===== config.mk =====
export PLATFORM = sky130hd
export DESIGN_NAME = decodeTop
export DESIGN_NICKNAME = d
export VERILOG_FILES = /design/src/rtl/decodePkg.sv /design/src/rtl/opDecoder.sv /design/src/rtl/immGenerator.sv /design/src/rtl/regFile.sv /design/src/rtl/issueStage.sv /design/src/rtl/decodeTop.sv
export VERILOG_INCLUDE_DIRS = /design/src /design/src/include
export SDC_FILE = /design/constraint.sdc
export NUM_CORES = 2
export LEC_CHECK = 0
export ABC_AREA = 0
export BUFFER_PORTS_ARGS = -buffer_cell sky130_fd_sc_hd__buf_2
export CAP_MARGIN = 25
export CORE_MARGIN = 2
export CORE_UTILIZATION = 30
export CTS_CLUSTER_SIZE = 30
export DETAILED_ROUTE_END_ITERATION = 7
export RECOVER_POWER = 25
export SLEW_MARGIN = 40
export SYNTH_ARGS = -nofsm -noshare
export SYNTH_HDL_FRONTEND = slang
export SYNTH_SLANG_ARGS = --single-unit

===== constraint.sdc =====
create_clock -name clk -period 3.5 [get_ports clk]
set_clock_uncertainty 0.2 [all_clocks]
set_input_delay 0 -clock clk [delete_from_list [all_inputs] [get_ports clk]]
set_output_delay 0 -clock clk [all_outputs]
set_load 0.01 [all_outputs]

===== src/include/decode_settings.svh =====
`ifndef DECODE_SETTINGS_SVH
`define DECODE_SETTINGS_SVH

// Data and address width.
`define XLEN 32

// Architectural register count.
`define REG_COUNT 32

// Width of a register name field.
`define REG_NAME_W 5

`endif


===== src/rtl/decodePkg.sv =====
package decodePkg;

    // Decoded operations; anything not recognised becomes NOP.
    typedef enum logic [5:0] {
        NOP,
        LUI,
        AUIPC,
        JAL,
        JALR,
        BEQ,
        BNE,
        BLT,
        BGE,
        BLTU,
        BGEU,
        LB,
        LH,
        LW,
        LBU,
        LHU,
        SB,
        SH,
        SW,
        ADDI,
        SLTI,
        SLTIU,
        XORI,
        ORI,
        ANDI,
        SLLI,
        SRLI,
        SRAI,
        ADD,
        SUB,
        SLL,
        SLT,
        SLTU,
        XOR,
        SRL,
        SRA,
        OR,
        AND
    } opT;

    // RV32I major opcodes.
    typedef enum logic [6:0] {
        OPC_LUI    = 7'b0110111,
        OPC_AUIPC  = 7'b0010111,
        OPC_JAL    = 7'b1101111,
        OPC_JALR   = 7'b1100111,
        OPC_BRANCH = 7'b1100011,
        OPC_LOAD   = 7'b0000011,
        OPC_STORE  = 7'b0100011,
        OPC_OPIMM  = 7'b0010011,
        OPC_OP     = 7'b0110011
    } opcodeT;

    // Handshake states of the input and output machines.
    typedef enum logic [1:0] {
        ST_IDLE    = 2'd0,
        ST_ACTIVE  = 2'd1,
        ST_RELEASE = 2'd2
    } issueStateT;

endpackage


===== src/rtl/opDecoder.sv =====
module opDecoder (
    input  logic [31:0]    inst,
    output decodePkg::opT  op
);
    import decodePkg::*;

    opcodeT     opcode;
    logic [2:0] funct3;
    logic       alt;

    assign opcode = opcodeT'(inst[6:0]);
    assign funct3 = inst[14:12];
    // Bit 30 picks SUB/SRA/SRAI.
    assign alt    = inst[30];

    always_comb begin
        op = NOP;
        case (opcode)
            OPC_LUI:   op = LUI;
            OPC_AUIPC: op = AUIPC;
            OPC_JAL:   op = JAL;
            OPC_JALR: begin
                if (funct3 == 3'b000) begin
                    op = JALR;
                end
            end
            OPC_BRANCH: begin
                case (funct3)
                    3'b000:  op = BEQ;
                    3'b001:  op = BNE;
                    3'b100:  op = BLT;
                    3'b101:  op = BGE;
                    3'b110:  op = BLTU;
                    3'b111:  op = BGEU;
                    default: op = NOP;
                endcase
            end
            OPC_LOAD: begin
                case (funct3)
                    3'b000:  op = LB;
                    3'b001:  op = LH;
                    3'b010:  op = LW;
                    3'b100:  op = LBU;
                    3'b101:  op = LHU;
                    default: op = NOP;
                endcase
            end
            OPC_STORE: begin
                case (funct3)
                    3'b000:  op = SB;
                    3'b001:  op = SH;
                    3'b010:  op = SW;
                    default: op = NOP;
                endcase
            end
            OPC_OPIMM: begin
                // Bit 30 only matters for the shifts here.
                case (funct3)
                    3'b000: op = ADDI;
                    3'b010: op = SLTI;
                    3'b011: op = SLTIU;
                    3'b100: op = XORI;
                    3'b110: op = ORI;
                    3'b111: op = ANDI;
                    3'b001: begin
                        op = alt ? NOP : SLLI;
                    end
                    3'b101: begin
                        op = alt ? SRAI : SRLI;
                    end
                    default: op = NOP;
                endcase
            end
            OPC_OP: begin
                case ({alt, funct3})
                    4'b0000: op = ADD;
                    4'b1000: op = SUB;
                    4'b0001: op = SLL;
                    4'b0010: op = SLT;
                    4'b0011: op = SLTU;
                    4'b0100: op = XOR;
                    4'b0101: op = SRL;
                    4'b1101: op = SRA;
                    4'b0110: op = OR;
                    4'b0111: op = AND;
                    default: op = NOP;
                endcase
            end
            default: op = NOP;
        endcase
    end

endmodule


===== src/rtl/immGenerator.sv =====
`include "decode_settings.svh"

module immGenerator (
    input  logic [31:0]       inst,
    output logic [`XLEN-1:0]  imm
);
    import decodePkg::*;

    opcodeT opcode;

    assign opcode = opcodeT'(inst[6:0]);

    always_comb begin
        case (opcode)
            // U format with the low bits cleared.
            OPC_LUI,
            OPC_AUIPC: begin
                imm = {inst[31:12], 12'b0};
            end
            OPC_JAL: begin
                imm = {{(`XLEN-20){inst[31]}}, inst[19:12], inst[20], inst[30:21], 1'b0};
            end
            OPC_BRANCH: begin
                imm = {{(`XLEN-12){inst[31]}}, inst[7], inst[30:25], inst[11:8], 1'b0};
            end
            OPC_JALR,
            OPC_LOAD,
            OPC_OPIMM: begin
                imm = {{(`XLEN-12){inst[31]}}, inst[31:20]};
            end
            OPC_STORE: begin
                imm = {{(`XLEN-12){inst[31]}}, inst[31:25], inst[11:7]};
            end
            // R format has no immediate.
            default: begin
                imm = '0;
            end
        endcase
    end

endmodule


===== src/rtl/regFile.sv =====
`include "decode_settings.svh"

module regFile (
    input  logic                   clk,
    input  logic                   rst,
    input  logic [`REG_NAME_W-1:0] rs1,
    input  logic [`REG_NAME_W-1:0] rs2,
    output logic [`XLEN-1:0]       rs1Val,
    output logic [`XLEN-1:0]       rs2Val,
    input  logic                   wbEn,
    input  logic [`REG_NAME_W-1:0] wbRd,
    input  logic [`XLEN-1:0]       wbData
);

    logic [`XLEN-1:0] regs [`REG_COUNT];
    logic             wbActive;

    // Writes to x0 are dropped.
    assign wbActive = wbEn && (wbRd != '0);

    always_ff @(posedge clk) begin
        if (rst) begin
            for (int i = 0; i < `REG_COUNT; i++) begin
                regs[i] <= '0;
            end
        end else if (wbActive) begin
            regs[wbRd] <= wbData;
        end
    end

    // Same-cycle write is forwarded.
    always_comb begin
        if (rs1 == '0) begin
            rs1Val = '0;
        end else if (wbActive && (wbRd == rs1)) begin
            rs1Val = wbData;
        end else begin
            rs1Val = regs[rs1];
        end

        if (rs2 == '0) begin
            rs2Val = '0;
        end else if (wbActive && (wbRd == rs2)) begin
            rs2Val = wbData;
        end else begin
            rs2Val = regs[rs2];
        end
    end

endmodule


===== src/rtl/issueStage.sv =====
`include "decode_settings.svh"

module issueStage (
    input  logic                   clk,
    input  logic                   rst,
    input  logic                   instReq,
    output logic                   instAck,
    input  logic [`XLEN-1:0]       instPc,
    input  logic                   instPd,
    input  logic [`REG_NAME_W-1:0] rd,
    input  decodePkg::opT          op,
    input  logic [`XLEN-1:0]       imm,
    input  logic [`XLEN-1:0]       rs1Val,
    input  logic [`XLEN-1:0]       rs2Val,
    output logic                   issueReq,
    input  logic                   issueAck,
    output decodePkg::opT          issueOp,
    output logic [`XLEN-1:0]       issuePc,
    output logic [`XLEN-1:0]       issueImm,
    output logic [`XLEN-1:0]       issueRs1Val,
    output logic [`XLEN-1:0]       issueRs2Val,
    output logic [`REG_NAME_W-1:0] issueRd,
    output logic                   issuePd
);
    import decodePkg::*;

    issueStateT inState;
    issueStateT outState;
    logic       full;
    logic       capture;

    // Output register holds a record until the sink drops ack.
    assign full    = (outState != ST_IDLE);
    assign capture = (inState == ST_IDLE) && instReq && !full;

    assign instAck  = (inState == ST_ACTIVE);
    assign issueReq = (outState == ST_ACTIVE);

    // Input side handshake.
    always_ff @(posedge clk) begin
        if (rst) begin
            inState <= ST_IDLE;
        end else begin
            case (inState)
                ST_IDLE: begin
                    if (capture) begin
                        inState <= ST_ACTIVE;
                    end
                end
                ST_ACTIVE: begin
                    if (!instReq) begin
                        inState <= ST_IDLE;
                    end
                end
                default: inState <= ST_IDLE;
            endcase
        end
    end

    // Output side handshake.
    always_ff @(posedge clk) begin
        if (rst) begin
            outState <= ST_IDLE;
        end else begin
            case (outState)
                ST_IDLE: begin
                    if (capture) begin
                        outState <= ST_ACTIVE;
                    end
                end
                ST_ACTIVE: begin
                    if (issueAck) begin
                        outState <= ST_RELEASE;
                    end
                end
                ST_RELEASE: begin
                    if (!issueAck) begin
                        outState <= ST_IDLE;
                    end
                end
                default: outState <= ST_IDLE;
            endcase
        end
    end

    always_ff @(posedge clk) begin
        if (rst) begin
            issueOp     <= NOP;
            issuePc     <= '0;
            issueImm    <= '0;
            issueRs1Val <= '0;
            issueRs2Val <= '0;
            issueRd     <= '0;
            issuePd     <= 1'b0;
        end else if (capture) begin
            issueOp     <= op;
            issuePc     <= instPc;
            issueImm    <= imm;
            issueRs1Val <= rs1Val;
            issueRs2Val <= rs2Val;
            issueRd     <= rd;
            issuePd     <= instPd;
        end
    end

endmodule


===== src/rtl/decodeTop.sv =====
`include "decode_settings.svh"

module decodeTop (
    input  logic                   clk,
    input  logic                   rst,
    input  logic                   instReq,
    output logic                   instAck,
    input  logic [31:0]            inst,
    input  logic [`XLEN-1:0]       instPc,
    input  logic                   instPd,
    output logic                   issueReq,
    input  logic                   issueAck,
    output decodePkg::opT          issueOp,
    output logic [`XLEN-1:0]       issuePc,
    output logic [`XLEN-1:0]       issueImm,
    output logic [`XLEN-1:0]       issueRs1Val,
    output logic [`XLEN-1:0]       issueRs2Val,
    output logic [`REG_NAME_W-1:0] issueRd,
    output logic                   issuePd,
    input  logic                   wbEn,
    input  logic [`REG_NAME_W-1:0] wbRd,
    input  logic [`XLEN-1:0]       wbData
);
    import decodePkg::*;

    opT               decOp;
    logic [`XLEN-1:0] decImm;
    logic [`XLEN-1:0] rs1Val;
    logic [`XLEN-1:0] rs2Val;

    opDecoder i_opDecoder (
        .inst (inst),
        .op   (decOp)
    );

    immGenerator i_immGenerator (
        .inst (inst),
        .imm  (decImm)
    );

    // Operand read uses the rs1 and rs2 fields directly.
    regFile i_regFile (
        .clk    (clk),
        .rst    (rst),
        .rs1    (inst[19:15]),
        .rs2    (inst[24:20]),
        .rs1Val (rs1Val),
        .rs2Val (rs2Val),
        .wbEn   (wbEn),
        .wbRd   (wbRd),
        .wbData (wbData)
    );

    issueStage i_issueStage (
        .clk         (clk),
        .rst         (rst),
        .instReq     (instReq),
        .instAck     (instAck),
        .instPc      (instPc),
        .instPd      (instPd),
        .rd          (inst[11:7]),
        .op          (decOp),
        .imm         (decImm),
        .rs1Val      (rs1Val),
        .rs2Val      (rs2Val),
        .issueReq    (issueReq),
        .issueAck    (issueAck),
        .issueOp     (issueOp),
        .issuePc     (issuePc),
        .issueImm    (issueImm),
        .issueRs1Val (issueRs1Val),
        .issueRs2Val (issueRs2Val),
        .issueRd     (issueRd),
        .issuePd     (issuePd)
    );

endmodule


* After elaboration in Yosys (flattened, before gate mapping)
Memories as Yosys holds them, arrays and structs flattened.
Index checks and enable logic that the tools add are counted.
** Storage, ports and cells
- Memories :: 2
- Memory bits (writable) :: 1024
- Bits in registers :: 144
- Output and inout bits :: 142
- Logic and storage cells :: 82
- ROM bits :: 96
** Memory list
- i_regFile.regs :: depth 32, bits a word 32, read ports 2, clocked after memory_dff 0, wr ports 32, RTL line regFile.sv:15 : logic [`XLEN-1:0] regs [`REG_COUNT];
- (name not given) :: depth 16, bits a word 6, read ports 1, clocked after memory_dff 0, wr ports 0, RTL line opDecoder.sv:75 : case ({alt, funct3})
** Cells by class
- Muxes and demuxes :: 27
- Equality and inequality tests :: 26
- Reduce and logical (&&, ||, !) cells :: 18
** Operators with widths (count)
- two-way mux 32 bit :: 5
- case mux 32 bit (5 select lines) :: 1
- case mux 6 bit (9 select lines) :: 1
- case mux 6 bit (8 select lines) :: 1
- OR reduction 32 bit :: 1
- case mux 4 bit (6 select lines) :: 1
- == test 7 x 6 -> 1 bit (second input constant) :: 3
- == test 7 bit (second input constant) :: 3
- case mux 4 bit (5 select lines) :: 1
- case mux 5 bit (3 select lines) :: 1
- == test 7 x 5 -> 1 bit (second input constant) :: 2
- == test 3 bit (second input constant) :: 4
- == test 5 bit :: 2
- zero test 5 bit :: 2
- two-way mux 5 bit :: 2
- two-way mux 2 bit :: 4
- == test 7 x 2 -> 1 bit (second input constant) :: 1
- two-way mux 1 bit :: 7
- == test 3 x 2 -> 1 bit (second input constant) :: 2
- != test 2 x 1 -> 1 bit (second input constant) :: 3
- case mux 2 bit (3 select lines) :: 1
- logical AND 1 bit :: 5
- nonzero test 5 bit :: 1
- == test 2 x 1 -> 1 bit (second input constant) :: 2
- 13 further kinds :: 15

* Longest topological paths before layout
- Depth after elaboration :: 7
- Mapped depth :: 9

* Hierarchy
A second synthesis with hierarchy kept.
** Unflattened totals
- Cell total of the unflattened synthesis :: 4709
- Area, all modules :: 63380.8 um^2
** By module, submodules not included
- regFile :: area each 55723.4 um^2, seq. area each 30749.5 um^2, times used 1, cells an instance 3918
- issueStage :: area each 6446.2 um^2, seq. area each 2862.7 um^2, times used 1, cells an instance 618
- opDecoder :: area each 733.2 um^2, seq. area each 0.0 um^2, times used 1, cells an instance 106
- immGenerator :: area each 478.0 um^2, seq. area each 0.0 um^2, times used 1, cells an instance 67

* Least setup slack after synthesis
Ideal clock, no wire load.
- Kind :: input to register
- Start :: input port wbRd[4]
- End :: memory i_regFile.regs[28][0] (netlist bit) (enable)
- Setup time :: 0.466 ns
- Setup slack :: -0.180 ns
- Stages :: 5
- Data required time :: 2.834 ns
- Arrival :: 3.015 ns
- Cells stage by stage :: clkbuf_1 -> nand2_1 -> nor2_1 -> nand3_1 -> o21ai_0
** RTL lines
- start, declared :: RTL line decodeTop.sv:21 : input logic [`REG_NAME_W-1:0] wbRd,
- end, declared :: RTL line regFile.sv:15

* Worst setup path after layout
- Start :: input port inst[1]
- End :: register i_issueStage.issueImm[6]
** On the way
- Word-level cells in the longest chain between the ends :: 3
** RTL lines
- start, declared :: RTL line decodeTop.sv:8 : input logic [31:0] inst,
- == test 7 bit, or another cell as far along :: RTL line immGenerator.sv:14 : case (opcode)
- OR reduction 3 bit / OR reduction 2 bit (equally long branches) :: RTL line immGenerator.sv:14
- case mux 32 bit (5 select lines) (*) :: RTL line immGenerator.sv:14
- end signal, assigned :: RTL line issueStage.sv:98 : issueImm <= imm;
- end, declared :: RTL line issueStage.sv:19 : output logic [`XLEN-1:0] issueImm,
Every way passes the cells marked *; elsewhere a longest branch is shown, timed or not.
A chain may end at the register's enable or synchronous reset.

==> results.py <==
metrics = {
    "status": {
        "status": "finished with violations",
        "violations": "max-capacitance violations, max-slew violations",
    },
    "placement": {
        "dp_slack_ns": 0.680,
        "port_buffers": 248,
        "globalplace.congestion": 0.850,
        "dp_hpwl_um": 128000,
    },
    "clock_network": {
        "cts_sinks": 1167,
        "cts_tree": "yes",
        "cts_buffers": 121,
        "clock_latency_ns": 0.77,
        "clk_pin_slew_ns": 0.07,
        "htree_levels": 3,
        "cts_root_buffer": "clkbuf_16",
        "cts_max_path_buffers": 3,
    },
    "synthesis": {
        "yosys.area_share.adder": 0.00103,
        "ys.flop_type": "edfxtp_1",
        "syn_inst": 4223,
        "async_reset_ff_frac": 0,
        "synth_xor_area_frac": 0.00159,
        "ys_ff_latch": 1167,
        "syn-cell-area_um2": 60500,
        "ys_types": 66,
        "synth_top_family_by_area": "multiplexers",
        "avgSynthCellArea_um2": 14.3,
        "yosysSeqAreaShare": 0.555,
        "muxShareOfSynthArea": 0.229,
        "synth_edf_count": 1024,
        "synth_compound_area_frac": 0.0534,
        "yosys.area_share.simple": 0.130,
        "ys.warnings.count": 0,
    },
    "power_and_ir_drop": {
        "intPower_mw": 25.3,
        "swShare": 0.257,
        "ir_drop_mv": 0.414,
        "p_leak_nw": 24.5,
        "p_sw_mw": 8.75,
        "cellPowerDensity_nw_per_um2": 473,
        "pwr-share-comb": 0.131,
        "p_seq_frac": 0.482,
        "p_clk_frac": 0.387,
        "finalPower_mw": 34.0,
    },
    "hold_path": {
        "min_path_type": "input port to register",
    },
    "timing": {
        "period_share": 0.970,
        "rsz0062_at_grt": "false",
        "fmax_mhz": 295,
        "finalMaxSlewViolations": 88,
        "hold_viol": 0,
        "min_period_ns": 3.39,
        "finalSetupViolCount": 0,
        "slew_headroom": -0.460,
        "setup_tns_ns": 0,
        "finalWorstSetupSlack_ns": 0.106,
        "tightest_slew_ns": 2.19,
    },
    "global_route": {
        "grt_pass1_vias": 40950,
        "grt_pass1_wl_um": 303000,
        "grt_max_degree": 96,
        "grt.total_usage": 0.204,
        "grt-ovfl-total": 0,
        "grt_antenna_before_repair": 18,
    },
    "floorplanning": {
        "start_util": 0.302,
        "coreArea_um2": 200000,
        "die-area_um2": 205000,
        "die_w_um": 453,
        "rows": 164,
        "die_h_um": 453,
        "pin_count": 249,
    },
    "final_layout": {
        "drive_above_1_share": 0.231,
        "final_cell_mix": "edfxtp_1, and2_1, mux4_2",
        "area.growth.synth_to_final_pct": 19.0,
        "final_common_cell": "edfxtp_1",
        "fill_cells": 18770,
        "layout.nets": 4712,
    },
    "drt": {
        "first_pass_iters": 5,
        "wl_met3_um": 17400,
        "wl_per_cell_um": 29.1,
        "routed_via_density": 5.49,
        "drc": 0,
        "via_count": 40481,
        "topRoutingLayerUsed": "met4",
        "postRouteWirelength_um": 214000,
        "wl_met1_um": 81100,
        "dr_wl_met2_um": 103000,
        "drt_iter0_drc": 4842,
        "ant_nets": 0,
    },
    "setup_path": {
        "cp.arrival_ns": 3.89,
        "startpoint_type": "input port",
        "cp.required_ns": 4.00,
        "criticalPathCategory": "input port to register",
        "cp_max_fo": 9,
        "cp-end-kind": "register",
    },
    "run": {
        "maxCapViolCount": 4,
    },
}
[stage by stage]
| step | hold WS [ns] | utilization | instances | instance area (µm²) |
|---|---|---|---|---|
| finish | 0.107 | 0.360 | 7369 | 72000 |
| CTS | 0.00433 | 0.362 | 7361 | 72400 |
| floorplan | -0.0685 | - | 4254 | 60600 |
| global route | 0.110 | 0.360 | 7366 | 72000 |
| global placement | 0.0432 | 0.328 | 6866 | 65700 |
| detailed placement | 0.0471 | 0.329 | 6875 | 65800 |
[power by group through the flow]
stage / registers, mW / logic [mW] / clock network (mW)
finish: 16.4 / 4.44 / 13.2
global route: 16.5 / 4.61 / 13.8
CTS: 16.4 / 4.44 / 13.3
detailed placement: 16.7 / 4.19 / 0
global placement: 16.6 / 4.15 / 0
floorplan: 16.5 / 2.49 / 0
[layer usage]
layer | vias up | track usage
met1 | 21027 | 0.254
met2 | 2146 | 0.341
met4 | 0 | 0.105
li1 | 16814 | -
met3 | 494 | 0.0333
met5 | - | 0
[timing repair]
item | CTS | global route
buffers inserted | 0 | 0
hold buffers | 258 | 0
endpoints found under the hold margin | 1249 | 0
resized for setup | 0 | 0
[cell type report]
class,instances,area (µm²),area share
Multi-Input combinational cell,2634,25700,0.356
Timing Repair Buffer,664,5360,0.0744
Inverter,12,46.3,0.000643
Clock inverter,49,480,0.00667
Antenna cell,8,20.0,0.000278
Clock buffer,179,3510,0.0487
Tap cell,2656,3320,0.0461
Sequential cell,1167,33600,0.467
[registers in the layout, summed over array words and instances, names as in the netlist]
name                      count
i_issueStage.issueRs2Val     32
i_issueStage.issueRs1Val     32
i_issueStage.issuePc         32
i_issueStage.issuePd          1
i_issueStage.inState          1
i_issueStage.outState         2
i_issueStage.issueImm        32
i_issueStage.issueOp          6
i_issueStage.issueRd          5
i_regFile.regs             1024
[critical path, cell delays in order]
cell and delay, ns:
dlygate4sd3_1 0.54, buf_2 0.14, nand2_1 0.08, dlygate4sd3_1 0.64, o32ai_2 0.26, dlygate4sd3_1 0.58, buf_4 0.17, nand3_1 0.11
dlygate4sd3_1 0.64, a21oi_1 0.16, dlygate4sd3_1 0.58
[cells in the mapped netlist, types with 10 or more instances]
| library cell | number | area [µm²] |
|---|---|---|
| a21o_1 | 38 | 285 |
| a21oi_1 | 88 | 440 |
| a22oi_1 | 131 | 983 |
| a31oi_1 | 36 | 225 |
| and2_1 | 995 | 6220 |
| buf_1 | 31 | 116 |
| buf_2 | 70 | 350 |
| clkbuf_1 | 335 | 1260 |
| dfxtp_1 | 143 | 2860 |
| edfxtp_1 | 1024 | 30700 |
| inv_1 | 10 | 37.5 |
| mux2_2 | 67 | 754 |
| mux2i_1 | 160 | 1600 |
| mux4_2 | 511 | 11500 |
| nand2_1 | 213 | 800 |
| nand2b_1 | 12 | 75.1 |
| nand3_1 | 43 | 215 |
| nor2_1 | 50 | 188 |
| nor2b_1 | 11 | 68.8 |
| o211ai_1 | 66 | 495 |
| o21ai_0 | 77 | 385 |
| o21ai_1 | 13 | 65.1 |
[final timing paths]
kind / startpoint / end / slack, ns / depth (start not counted)
setup reg to reg: i_issueStage.outState[1]$_SDFFE_PP0P_ / i_issueStage.issueOp[0]$_SDFFE_PP0P_ / 0.29 / 7
hold reg to reg: i_issueStage.issueImm[16]$_SDFFE_PP0P_ / i_issueStage.issueImm[16]$_SDFFE_PP0P_ / 0.25 / 2
hold / removal: inst[8] / i_issueStage.issueImm[1]$_SDFFE_PP0P_ / 0.11 / 5
setup / recovery: inst[1] / i_issueStage.issueImm[6]$_SDFFE_PP0P_ / 0.11 / 11
[cell families (layout without fill, tap and decap cells)]
kind of cell	after synthesis	count (layout)
AND/OR/NAND/NOR	1361	1361
flip-flops	1167	1167
buffers and inverters	453	904
XOR/XNOR	11	11
other	1	40
multiplexers	738	738
adder cells (fa/ha/maj)	5	5
AO/OA/AOI/OAI	487	487
No activity file was read; power rests on OpenSTA's default activity.
